$ cat src/rtl/dma_defines.svh
/* DMA front end configuration
   Group count, interleave geometry and bus widths of the cluster */

`ifndef DMA_DEFINES_SVH
`define DMA_DEFINES_SVH

// Cluster geometry
`define DMA_NUM_GROUPS 4
`define DMA_BANKS_PER_GROUP 16

// Bytes one group owns in each interleave step of 4-byte banks
`define DMA_REGION_BYTES (`DMA_BANKS_PER_GROUP * 4)
`define DMA_CLUSTER_REGION_BYTES (`DMA_REGION_BYTES * `DMA_NUM_GROUPS)

// Bus widths
`define DMA_ADDR_WIDTH 32
`define DMA_LEN_WIDTH 32

// Handshakes per cycle fit in this many bits
`define DMA_ISSUE_WIDTH ($clog2(`DMA_NUM_GROUPS + 1))

`endif

$ cat src/rtl/dma_pkg.sv
/* DMA front end types
   Burst request, chunk and status records shared by all blocks */

`include "dma_defines.svh"

`default_nettype none

package dma_pkg;

  typedef logic [`DMA_ADDR_WIDTH-1:0] addr_t;
  typedef logic [`DMA_LEN_WIDTH-1:0]  len_t;

  // One burst or piece of a burst
  typedef struct packed {
    addr_t src;
    addr_t dst;
    len_t  num_bytes;
  } dma_req_t;

  // Region-bounded part of a burst
  typedef struct packed {
    dma_req_t req;
    logic     last;
  } dma_chunk_t;

  typedef struct packed {
    logic backend_idle;
    logic trans_complete;
  } dma_meta_t;

  typedef logic [$clog2(`DMA_NUM_GROUPS)-1:0] group_idx_t;

endpackage : dma_pkg

`default_nettype wire

$ cat src/rtl/spill_register.sv
/* Spill register
   Two-slot ready/valid buffer with registered data and ready paths */

`default_nettype none

module spill_register #(
  parameter type T = logic
) (
  input  wire logic clk_i,
  input  wire logic rst_i,
  input  wire logic valid_i,
  output logic      ready_o,
  input  wire T     data_i,
  output logic      valid_o,
  input  wire logic ready_i,
  output T          data_o
);

  logic a_full_q, b_full_q;
  T     a_data_q, b_data_q;
  logic a_fill, a_drain, b_fill, b_drain;

  // Slot A takes new data, slot B catches A when the output stalls
  assign a_fill  = valid_i & ready_o;
  assign a_drain = a_full_q & ~b_full_q;
  assign b_fill  = a_drain & ~ready_i;
  assign b_drain = b_full_q & ready_i;

  assign ready_o = ~a_full_q | ~b_full_q;
  assign valid_o = a_full_q | b_full_q;
  // B always holds the older item
  assign data_o  = b_full_q ? b_data_q : a_data_q;

  always_ff @(posedge clk_i) begin
    if (rst_i) begin
      a_full_q <= 1'b0;
      b_full_q <= 1'b0;
    end else begin
      if (a_fill | a_drain) begin
        a_full_q <= a_fill;
      end
      if (b_fill | b_drain) begin
        b_full_q <= b_fill;
      end
    end
  end

  always_ff @(posedge clk_i) begin
    if (a_fill) begin
      a_data_q <= data_i;
    end
    if (b_fill) begin
      b_data_q <= a_data_q;
    end
  end

endmodule : spill_register

`default_nettype wire

$ cat src/rtl/dma_burst_splitter.sv
/* DMA burst splitter
   Cuts one burst into chunks that stay inside one cluster region */

`include "dma_defines.svh"

`default_nettype none

module dma_burst_splitter (
  input  wire logic              clk_i,
  input  wire logic              rst_i,
  input  wire dma_pkg::dma_req_t req_i,
  input  wire logic              valid_i,
  output logic                   ready_o,
  input  wire logic              burst_open_i,
  output dma_pkg::dma_chunk_t    chunk_o,
  output logic                   valid_o,
  input  wire logic              ready_i,
  output logic                   busy_o
);

  import dma_pkg::*;

  localparam len_t RegionBytes = len_t'(`DMA_CLUSTER_REGION_BYTES);

  logic  active_q;
  addr_t src_q;
  addr_t dst_q;
  len_t  left_q;
  len_t  to_boundary;
  len_t  chunk_len;
  logic  accept;
  logic  advance;

  // Distance from dst up to the next region boundary
  assign to_boundary = RegionBytes - (len_t'(dst_q) & (RegionBytes - 1));
  assign chunk_len   = (left_q < to_boundary) ? left_q : to_boundary;

  always_comb begin
    chunk_o.req.src       = src_q;
    chunk_o.req.dst       = dst_q;
    chunk_o.req.num_bytes = chunk_len;
    // Also covers the zero-length burst
    chunk_o.last          = (left_q == chunk_len);
  end

  // Only one burst in flight
  assign ready_o = ~active_q & ~burst_open_i;
  assign valid_o = active_q;
  assign busy_o  = active_q;

  assign accept  = valid_i & ready_o;
  assign advance = valid_o & ready_i;

  always_ff @(posedge clk_i) begin
    if (rst_i) begin
      active_q <= 1'b0;
    end else if (accept) begin
      active_q <= 1'b1;
    end else if (advance && chunk_o.last) begin
      active_q <= 1'b0;
    end
  end

  always_ff @(posedge clk_i) begin
    if (accept) begin
      src_q  <= req_i.src;
      dst_q  <= req_i.dst;
      left_q <= req_i.num_bytes;
    end else if (advance) begin
      src_q  <= src_q + addr_t'(chunk_len);
      dst_q  <= dst_q + addr_t'(chunk_len);
      left_q <= left_q - chunk_len;
    end
  end

endmodule : dma_burst_splitter

`default_nettype wire

$ cat src/rtl/dma_group_distributor.sv
/* DMA group distributor
   Cuts a chunk into one piece per group window and offers all lanes at once */

`include "dma_defines.svh"

`default_nettype none

module dma_group_distributor (
  input  wire logic                                clk_i,
  input  wire logic                                rst_i,
  input  wire dma_pkg::dma_chunk_t                 chunk_i,
  input  wire logic                                valid_i,
  output logic                                     ready_o,
  output dma_pkg::dma_req_t [`DMA_NUM_GROUPS-1:0]  group_req_o,
  output logic [`DMA_NUM_GROUPS-1:0]               group_valid_o,
  input  wire logic [`DMA_NUM_GROUPS-1:0]          group_ready_i,
  output logic [`DMA_ISSUE_WIDTH-1:0]              issue_count_o,
  output logic                                     burst_end_o,
  output logic                                     busy_o
);

  import dma_pkg::*;

  localparam int    NumGroups    = `DMA_NUM_GROUPS;
  localparam int    IssueWidth   = `DMA_ISSUE_WIDTH;
  localparam addr_t WindowBytes  = addr_t'(`DMA_REGION_BYTES);
  localparam addr_t ClusterBytes = addr_t'(`DMA_CLUSTER_REGION_BYTES);

  dma_req_t [NumGroups-1:0] piece_d, piece_q;
  logic     [NumGroups-1:0] pending_d, pending_q;
  logic     [NumGroups-1:0] lane_hs;
  logic                     held_q;
  logic                     last_q;
  logic                     chunk_done;
  logic                     accept;

  // Overlap of the chunk with each group window of its cluster region
  always_comb begin : split_pieces
    addr_t base;
    addr_t chunk_end;
    addr_t win_lo;
    addr_t win_hi;
    addr_t lo;
    addr_t hi;
    base      = chunk_i.req.dst & ~(ClusterBytes - 1);
    chunk_end = chunk_i.req.dst + addr_t'(chunk_i.req.num_bytes);
    for (int g = 0; g < NumGroups; g++) begin
      win_lo = base + addr_t'(group_idx_t'(g)) * WindowBytes;
      win_hi = win_lo + WindowBytes;
      lo = (chunk_i.req.dst > win_lo) ? chunk_i.req.dst : win_lo;
      hi = (chunk_end < win_hi) ? chunk_end : win_hi;
      piece_d[g].dst       = lo;
      piece_d[g].src       = chunk_i.req.src + (lo - chunk_i.req.dst);
      piece_d[g].num_bytes = (hi > lo) ? len_t'(hi - lo) : '0;
      pending_d[g]         = (hi > lo);
    end
  end

  assign lane_hs    = pending_q & group_ready_i;
  // Every lane still pending handshakes this cycle
  assign chunk_done = ((pending_q & ~group_ready_i) == '0);
  assign ready_o    = ~held_q | chunk_done;
  assign accept     = valid_i & ready_o;

  always_comb begin
    issue_count_o = '0;
    for (int g = 0; g < NumGroups; g++) begin
      issue_count_o = issue_count_o + IssueWidth'(lane_hs[g]);
    end
  end

  assign burst_end_o   = held_q & last_q & chunk_done;
  assign busy_o        = held_q;
  assign group_valid_o = pending_q;
  assign group_req_o   = piece_q;

  always_ff @(posedge clk_i) begin
    if (rst_i) begin
      held_q    <= 1'b0;
      last_q    <= 1'b0;
      pending_q <= '0;
    end else if (accept) begin
      held_q    <= 1'b1;
      last_q    <= chunk_i.last;
      pending_q <= pending_d;
    end else begin
      pending_q <= pending_q & ~lane_hs;
      if (chunk_done) begin
        held_q <= 1'b0;
      end
    end
  end

  always_ff @(posedge clk_i) begin
    if (accept) begin
      piece_q <= piece_d;
    end
  end

endmodule : dma_group_distributor

`default_nettype wire

$ cat src/rtl/dma_completion_tracker.sv
/* DMA completion tracker
   Counts outstanding pieces and registers the cluster DMA status */

`include "dma_defines.svh"

`default_nettype none

module dma_completion_tracker (
  input  wire logic                          clk_i,
  input  wire logic                          rst_i,
  input  wire logic [`DMA_ISSUE_WIDTH-1:0]   issue_count_i,
  input  wire logic                          burst_end_i,
  input  wire logic [`DMA_NUM_GROUPS-1:0]    group_done_i,
  // Bit 1 splitter, bit 0 distributor
  input  wire logic [1:0]                    path_busy_i,
  output logic                               burst_open_o,
  output dma_pkg::dma_meta_t                 dma_meta_o
);

  import dma_pkg::*;

  localparam int IssueWidth = `DMA_ISSUE_WIDTH;

  logic [IssueWidth-1:0] done_count;
  len_t                  count_q, count_d;
  logic                  armed_q, armed_d;
  logic                  fire;
  logic                  idle_d;

  always_comb begin
    done_count = '0;
    for (int g = 0; g < `DMA_NUM_GROUPS; g++) begin
      done_count = done_count + IssueWidth'(group_done_i[g]);
    end
    count_d = count_q + len_t'(issue_count_i) - len_t'(done_count);
    armed_d = armed_q | burst_end_i;
    // Last piece of an ended burst has completed
    fire    = armed_d & (count_d == '0);
    idle_d  = ~(armed_d & ~fire) & (count_d == '0) & (path_busy_i == '0);
  end

  assign burst_open_o = armed_q | (count_q != '0) | (|path_busy_i);

  always_ff @(posedge clk_i) begin
    if (rst_i) begin
      count_q                   <= '0;
      armed_q                   <= 1'b0;
      dma_meta_o.backend_idle   <= 1'b1;
      dma_meta_o.trans_complete <= 1'b0;
    end else begin
      count_q                   <= count_d;
      armed_q                   <= armed_d & ~fire;
      dma_meta_o.backend_idle   <= idle_d;
      dma_meta_o.trans_complete <= fire;
    end
  end

endmodule : dma_completion_tracker

`default_nettype wire

$ cat src/rtl/dma_cluster_frontend.sv
/* DMA cluster front end
   Request register, burst splitter, group distributor and completion tracker */

`include "dma_defines.svh"

`default_nettype none

module dma_cluster_frontend (
  input  wire logic                                    clk_i,
  input  wire logic                                    rst_i,
  input  wire dma_pkg::dma_req_t                       dma_req_i,
  input  wire logic                                    dma_req_valid_i,
  output logic                                         dma_req_ready_o,
  output dma_pkg::dma_req_t [`DMA_NUM_GROUPS-1:0]      group_req_o,
  output logic [`DMA_NUM_GROUPS-1:0]                   group_valid_o,
  input  wire logic [`DMA_NUM_GROUPS-1:0]              group_ready_i,
  input  wire logic [`DMA_NUM_GROUPS-1:0]              group_done_i,
  output dma_pkg::dma_meta_t                           dma_meta_o
);

  import dma_pkg::*;

  dma_req_t                    req_cut;
  logic                        req_cut_valid, req_cut_ready;
  dma_chunk_t                  chunk;
  logic                        chunk_valid, chunk_ready;
  logic [`DMA_ISSUE_WIDTH-1:0] issue_count;
  logic                        burst_end, burst_open;
  logic                        split_busy, dist_busy;

  spill_register #(
    .T(dma_req_t)
  ) i_req_register (
    .clk_i  (clk_i          ),
    .rst_i  (rst_i          ),
    .valid_i(dma_req_valid_i),
    .ready_o(dma_req_ready_o),
    .data_i (dma_req_i      ),
    .valid_o(req_cut_valid  ),
    .ready_i(req_cut_ready  ),
    .data_o (req_cut        )
  );

  dma_burst_splitter i_burst_splitter (
    .clk_i       (clk_i        ),
    .rst_i       (rst_i        ),
    .req_i       (req_cut      ),
    .valid_i     (req_cut_valid),
    .ready_o     (req_cut_ready),
    .burst_open_i(burst_open   ),
    .chunk_o     (chunk        ),
    .valid_o     (chunk_valid  ),
    .ready_i     (chunk_ready  ),
    .busy_o      (split_busy   )
  );

  dma_group_distributor i_group_distributor (
    .clk_i        (clk_i        ),
    .rst_i        (rst_i        ),
    .chunk_i      (chunk        ),
    .valid_i      (chunk_valid  ),
    .ready_o      (chunk_ready  ),
    .group_req_o  (group_req_o  ),
    .group_valid_o(group_valid_o),
    .group_ready_i(group_ready_i),
    .issue_count_o(issue_count  ),
    .burst_end_o  (burst_end    ),
    .busy_o       (dist_busy    )
  );

  dma_completion_tracker i_completion_tracker (
    .clk_i        (clk_i                   ),
    .rst_i        (rst_i                   ),
    .issue_count_i(issue_count             ),
    .burst_end_i  (burst_end               ),
    .group_done_i (group_done_i            ),
    .path_busy_i  ({split_busy, dist_busy} ),
    .burst_open_o (burst_open              ),
    .dma_meta_o   (dma_meta_o              )
  );

endmodule : dma_cluster_frontend

`default_nettype wire

$ cat config.mk
export PLATFORM = sky130hd
export DESIGN_NAME = dma_cluster_frontend
export DESIGN_NICKNAME = d
export VERILOG_FILES = /design/src/rtl/dma_pkg.sv /design/src/rtl/spill_register.sv /design/src/rtl/dma_burst_splitter.sv /design/src/rtl/dma_group_distributor.sv /design/src/rtl/dma_completion_tracker.sv /design/src/rtl/dma_cluster_frontend.sv
export VERILOG_INCLUDE_DIRS = /design/src /design/src/rtl
export SDC_FILE = /design/constraint.sdc
export NUM_CORES = 1
export LEC_CHECK = 0
export BUFFER_PORTS_ARGS = -buffer_cell sky130_fd_sc_hd__buf_2
export CORE_UTILIZATION = 50
export DETAILED_ROUTE_END_ITERATION = 8
export PLACE_DENSITY_LB_ADDON = 0.15
export REMOVE_ABC_BUFFERS = 1
export SETUP_SLACK_MARGIN = 0.02
export SLEW_MARGIN = 20
export SYNTH_ARGS = -nofsm -noshare
export SYNTH_HDL_FRONTEND = slang
export SYNTH_HIERARCHICAL = 1
export SYNTH_SLANG_ARGS = --single-unit
$ cat constraint.sdc
create_clock -name clk_i -period 10.85 [get_ports clk_i]
set_input_delay 1.085 -clock clk_i [delete_from_list [all_inputs] [get_ports clk_i]]
set_output_delay 1.085 -clock clk_i [all_outputs]
set_load 0.01 [all_outputs]
[Word level (Yosys, flattened, before mapping)]
Cells that the tools add are included.
Word-level totals
  register bits after elaboration: 716
  input bits: 107
  output and inout port bits: 391
Cells by class
  $add $sub $neg: 30
  reduce and logical (&&, ||, !) cells: 9
  muxes and demuxes: 21
  equal/unequal tests: 1
  $lt $le $gt $ge: 13
  bitwise logic cells: 34
Operator list (count)
  32-bit 2-to-1 mux: 14
  32-bit subtractor: 9
  32-bit > comparator: 8
  32-bit adder: 6
  32-bit less-than comparator: 5
  32-bit by 7-bit adder with 32-bit output, second input constant: 4
  96-bit 2-to-1 mux: 1
  32-bit by 8-bit adder with 32-bit output, second input constant: 2
  32-bit by 3-bit adder with 32-bit output: 1
  32-bit == test: 1
  32-bit zero test: 1
  32-bit nonzero test: 1
  32-bit by 3-bit subtractor with 32-bit output: 1
  1-bit AND: 13
  3-bit by 1-bit adder with 3-bit output: 4
  4-bit AND: 3
  9-bit by 8-bit subtractor with 10-bit output, first input constant: 1
  8-bit 2-to-1 mux: 1
  1-bit inverter: 8
  4-bit inverter: 2
  1-bit bitwise OR: 8
  2-bit nonzero test: 3
  1-bit by 1-bit adder with 2-bit output: 2
  4-bit zero test: 1
  5 further kinds: 8

[Depth between registers and ports, before layout]
  depth in word-level cells: 13
  gate-level depth with buffers: 50

[By module]
Netlist, hierarchy kept.
By module, submodules not included
  dma_group_distributor: area an instance 26823.2 um2, cells each 2879, instances 1
  dma_burst_splitter: area an instance 8424.3 um2, cells each 951, instances 1
  spill_register: area an instance 7045.5 um2, cells each 308, instances 1
  dma_completion_tracker: area an instance 4245.3 um2, cells each 538, instances 1

[Worst setup path before layout]
Ideal clock, no wire load.
  path kind: register to register
  from: reg i_burst_splitter.dst_q[1]
  to: reg i_group_distributor.piece_q (netlist bit i_group_distributor/group_req_o[223]) (data pin)
  required time: 10.590 ns
  period minus slack after synthesis: 9.687 ns
  arrival: 9.427 ns
  buffers on the path: 4
  stages on the path, launching flop included: 47
  setup time: 0.260 ns
  slack: 1.163 ns
  cell sequence: edfxtp_1 -> inv_1 -> ha_1 -> nand2_1 -> or3_1 -> nor3_1 -> inv_1 -> ha_1 -> a211oi_1 -> nand2_2 -> buf_6 -> mux2i_1 -> ha_1 -> inv_1 -> fa_1 -> nand2b_1 -> a211o_1 -> a31o_1 -> [11 not listed] -> nand2_1 -> nor2_1 -> a21o_1 -> clkbuf_1 -> buf_1 -> o21ai_0 -> ha_1 -> buf_6 -> and2_1 -> a311oi_2 -> nand2_1 -> a221oi_2 -> a31oi_1 -> o41ai_4 -> o21ba_2 -> o21ai_2 -> a21oi_2 -> mux2_2
RTL lines
  start: declaration: RTL line dma_burst_splitter.sv:27  | addr_t dst_q;
  start signal: assignment: RTL line dma_burst_splitter.sv:67  | dst_q <= req_i.dst;
  start signal: assignment: RTL line dma_burst_splitter.sv:71  | dst_q <= dst_q + addr_t'(chunk_len);
  end signal: assignment: RTL line dma_group_distributor.sv:96  | piece_q <= piece_d;
  end: declaration: RTL line dma_group_distributor.sv:29  | dma_req_t [NumGroups-1:0] piece_d, piece_q;

==> results.md <==
- Setup repair after global routing left no endpoint under its margin.
- From left edge to right edge, the die measures around 310 microns.
- The number of clock buffers added by TritonCTS is 76.
- Relative to the synthesized area, the layout overhead comes to 13.2%.
- Setup violations remaining at the end of the flow were counted as 0.
- The aggregate routed wire length is 141000 microns.
- Of the cells placed in the final design, the portion with a size suffix greater than 1 is 0.179.
- The number of instances in the synthesized netlist is 4676.
- The starting utilization of the core area is 0.506.
- The clock reaches the later pin of the worst-skew pair after about 0.67 ns.
- In this run, distinct cell masters in the synthesized netlist total 118.
- The capturing element type of the critical path is a flop.
- The synthesized-area fraction occupied by ao, oa, aoi and oai cells is 0.165.
- The critical path ends at i_group_distributor/group_req_o[29].
- Of the total synthesized cell area, the portion taken by full adders, half adders and majority gates is 0.134.
- The power density of the placed cells is between 150 and 200 nW/um^2.
- The count of pins over their slew limit was 0.
- The most numerous cell type found on the critical path is ha_1.
- The slowest stage of the critical path is the or4_1 cell.
- Pin placement for this block handled roughly 500 I/O pins.
- After detailed routing, the average wire length per cell comes to roughly 22 microns.
- Of the post-synthesis cell area, the dominant cell type holds 0.387.
- The die covers ~94000 sq um.
- The fraction of power spent switching nets is 0.369.
- The final critical path time including I/O delays and setup is ~10 ns.
- Of the total power, registers draw 0.326.
- After the first detailed-routing iteration, the DRC count stood at between 2000 and 3000.
- At the pin with the least slew margin, the transition time is 1.03 ns.
- In the synthesized netlist the dominant register cell turns out to be edfxtp_1.
- The clock transition at the registers of the reported paths is 0.07 ns.
- The internal portion of the total power is between 5 and 6 mW.
- The largest incremental delay on the critical path is 0.51 ns.
- The number of standard-cell rows in the floorplan is ~110.
- The total overflow left after global routing is 0.
- The arrival time of data at the critical path endpoint is between 10 and 15 ns.
- The worst setup path is launched from a flop.
- The master cell of the clock root buffer is clkbuf_16.
- The clock passes through at most 3 buffers.
- The peak ir drop on the vdd network is 225 uV.
- The final weighted congestion of routability-driven global placement is 0.990.
- The setup slack of the most critical reg-to-reg path is roughly 0.63 ns.
- Counting flops with a built-in enable in the synthesized netlist gives 600.
- Dividing the detail-routed via count by the number of cells gives 5.72.
- The worst endpoint required time is approximately 11 ns.
- The run finished with clean final reports.
- TritonCTS built the clock tree.
- The count of cell instances traversed by the critical path is 43.
- The number of antenna violations at the first check in global routing is 10.
- The path class of the tightest hold or removal check is reg2reg.
- Dividing the final minimum period by the clock period gives 0.942.
- The critical path launch point is i_burst_splitter/dst_q[1].
- The final antenna-violating net count is 0.
- For this run, the total global-route usage over all layers was measured as 0.291.
- Once layout is complete, the cells apart from fillers number about 6500.
- The pre-antenna-repair detailed-routing pass consisted of 6 iterations.
- Max-cap violations in this run came to 0.
- For this run, the top clock speed supported by timing is 97.8 MHz.
- Buffers inserted to repair hold after CTS numbered 0.
- The number of cells traversed by the worst register-to-register path is 43.
- Synthesis inferred 644 register bits.
- The final net count is about 5700.
- The number of buffer and inverter instances along the worst setup path is 4.
- The maximum number of pins on one net before global-route repair is roughly 120.
- The proportion of synthesized flip-flops having asynchronous set or reset is 0.
- The cell type contributing the most total cell area after synthesis is edfxtp_1.
- The number of hold violations in the final report was 0.
- The via count of the first global-routing pass is roughly 35000.
- In this run, placement finished with an instance count of between 6000 and 7000.
- Of the total synthesized cell area, the portion taken by XOR and XNOR cells is 0.0672.
- The global-route wire length before repair is 209000 microns.
- The critical path's top delay family is compound AO/OA/AOI/OAI gates.
- The cell area that synthesis handed to floorplanning was between 40000 and 50000 sq um.
- Measured against its own limit, the worst slew margin works out to 0.313.
- Hold is met by roughly 0.44 ns.
- The setup total negative slack is 0 ns.
- For this run, design rule violations remaining after detail routing come to 0.
- The count of yosys warnings during synthesis is 6.
- Measured along the y axis, the die boundary spans a little over 300 microns.
- In this run the critical register-to-register path is launched from i_burst_splitter/dst_q[1].
- The share of synthesized area occupied by flip-flops and latches is 0.406.
- The power share of the combinational group is 0.385.
- For this design the total switching power over the nets is 3.25 mW.
- The portion of synthesized area spent on multiplexers is 0.0416.
- After synthesis, the largest family of logic cells by area is compound AO/OA/AOI/OAI gates.
- The H-tree was split into 3 levels.
- Detailed placement ended at an HPWL of 111000 microns.
- The total number of clock tree sinks is ~640.
- Input and output buffers added on the ports amount to 497.
- For this block, the via count after detailed routing is ~37000.
- The core region is just over 90000 sq um.
- The critical register-to-register path endpoint is i_group_distributor/group_req_o[29].
- In the post-synthesis netlist, the biggest area contributors are edfxtp_1 39%, ha_1 11%, xnor2_1 4.3%.
- The maximum clock skew at final layout is approximately 0.04 ns.
- Summed over all cells, the static leakage comes to about 22 nW.
- The average cell area after synthesis is around 10 sq um.
- The share of synthesized cell area in and, or, nand and nor gates is 0.127.
- Along the worst path, the maximum fanout reaches 14.
- The start-to-end type of the worst setup path is reg2reg.
- Of the total power, the clock network draws 0.289.
==> cells by family after synthesis <==
| kind of cell | count (synthesis) |
|---|---|
| multiplexers | 175 |
| AO/OA/AOI/OAI | 1187 |
| adder cells (fa/ha/maj) | 469 |
| flip-flops | 644 |
| buffers and inverters | 615 |
| AND/OR/NAND/NOR | 1227 |
| other | 3 |
| XOR/XNOR | 356 |
==> sequential cells by signal, summed over array words and instances (netlist names), 2 cells and up <==
register                           count
i_req_register/b_data_q               96
i_req_register/a_data_q               96
i_burst_splitter/dst_q                32
i_completion_tracker/dma_meta_o        2
i_burst_splitter/src_q                32
i_burst_splitter/left_q               32
i_group_distributor/group_valid_o      4
i_completion_tracker/count_q          32
i_group_distributor/group_req_o      312
==> area by class of cell <==
class / instances / area (sq um)
diodes: 5 / 12.5
clock buffers: 90 / 2020
clock inverters: 50 / 483
fillers: 8184 / 39300
inverters: 384 / 1450
multi-input cells: 3492 / 25300
flip-flops and latches: 644 / 18900
well taps: 1243 / 1560
repair buffers: 556 / 2970
==> Yosys cell counts (8+ instances only) <==
| cell | instances |
|---|---|
| a2111oi_0 | 10 |
| a211o_1 | 12 |
| a211oi_1 | 28 |
| a21boi_0 | 13 |
| a21o_1 | 183 |
| a21oi_1 | 392 |
| a21oi_2 | 10 |
| a31o_2 | 14 |
| a31oi_1 | 29 |
| and2_1 | 22 |
| and3_1 | 31 |
| and4_1 | 15 |
| buf_2 | 10 |
| buf_4 | 104 |
| buf_6 | 10 |
| clkbuf_1 | 102 |
| dfxtp_1 | 44 |
| edfxtp_1 | 600 |
| fa_1 | 46 |
| ha_1 | 423 |
| inv_1 | 379 |
| mux2_2 | 142 |
| mux2i_1 | 31 |
| nand2_1 | 329 |
| nand2b_1 | 42 |
| nand3_1 | 71 |
| nand4_1 | 66 |
| nor2_1 | 370 |
| nor2b_1 | 39 |
| nor3_1 | 111 |
| nor3b_1 | 17 |
| nor4_1 | 32 |
| o211ai_1 | 20 |
| o21a_1 | 40 |
| o21ai_0 | 231 |
| o21ai_1 | 19 |
| o21bai_1 | 63 |
| o31a_1 | 8 |
| o31ai_1 | 23 |
| or2_2 | 10 |
| or3_1 | 23 |
| xnor2_1 | 227 |
| xor2_1 | 128 |
==> what timing repair did <==
action	in CTS	in global routing
resized for setup	0	35
setup endpoints to repair	0	130
setup buffers	0	0
==> layer usage <==
metal	GRT usage	vias up	routed length, microns
met5	0	-	57
met2	0.494	1134	68400
met4	0.107	8	4960
met3	0.0386	229	7920
met1	0.378	17900	59300
li1	-	17700	-
==> power by group through the flow <==
| stage | combinational [mW] | clock [mW] | sequential (mW) |
|---|---|---|---|
| 6_report | 3.40 | 2.55 | 2.88 |
| 3_3_place_gp | 3.31 | 0 | 2.93 |
| 4_1_cts | 3.34 | 2.61 | 2.88 |
| 3_5_place_dp | 3.32 | 0 | 2.93 |
| 2_1_floorplan | 2.47 | 0 | 2.92 |
| 5_1_grt | 3.73 | 2.70 | 2.89 |
==> worst min path at each step <==
stage                                            from                          end  slack [ns]  depth (start not counted)
after floorplan            i_req_register/a_data_q[0]   i_req_register/b_data_q[0]        0.42                          0
after global placement    i_req_register/a_data_q[46]  i_req_register/b_data_q[46]        0.43                          0
after detailed placement  i_req_register/a_data_q[46]  i_req_register/b_data_q[46]        0.43                          0
after CTS                 i_req_register/a_data_q[52]  i_req_register/b_data_q[52]        0.44                          0
after global routing      i_req_register/a_data_q[46]  i_req_register/b_data_q[46]        0.45                          0
final                     i_req_register/a_data_q[52]  i_req_register/b_data_q[52]        0.44                          0
==> metrics by stage <==
stage | power, mW | cell area [sq um] | setup slack [ns] | utilization
5_1_grt | 9.32 | 52700 | 0.0310 | 0.573
3_3_place_gp | 6.24 | 50000 | 0.394 | 0.544
6_report | 8.82 | 52700 | 0.626 | 0.573
3_5_place_dp | 6.25 | 50000 | 0.195 | 0.544
4_1_cts | 8.83 | 52500 | 0.139 | 0.571
2_1_floorplan | 5.40 | 45500 | 0.337 | -
==> cells in the final DEF, fill, tap and decap left out, drive strengths merged, types with 44 or more instances in the layout <==
master	count
fa	46
a21oi	403
nand3	72
mux2	144
nor2	372
a21o	183
ha	423
xor2	129
clkbuf	90
edfxtp	600
inv	389
xnor2	227
nand2	331
o21bai	63
buf	556
conb	78
dfxtp	44
nor3	114
nand4	68
o21ai	252
==> worst reg2reg max path: cells and delay by family, from the launching register on <==
family | cells | cell delay (ns)
xor+xnor | 2 | 0.45
simple gates | 12 | 2.91
fa+ha+maj | 5 | 1.44
compound gates | 18 | 3.49
mux | 2 | 0.78
buf+inv | 4 | 0.51
flops | 1 | 0.38
Note: power is estimated with default switching activity, not from simulation.
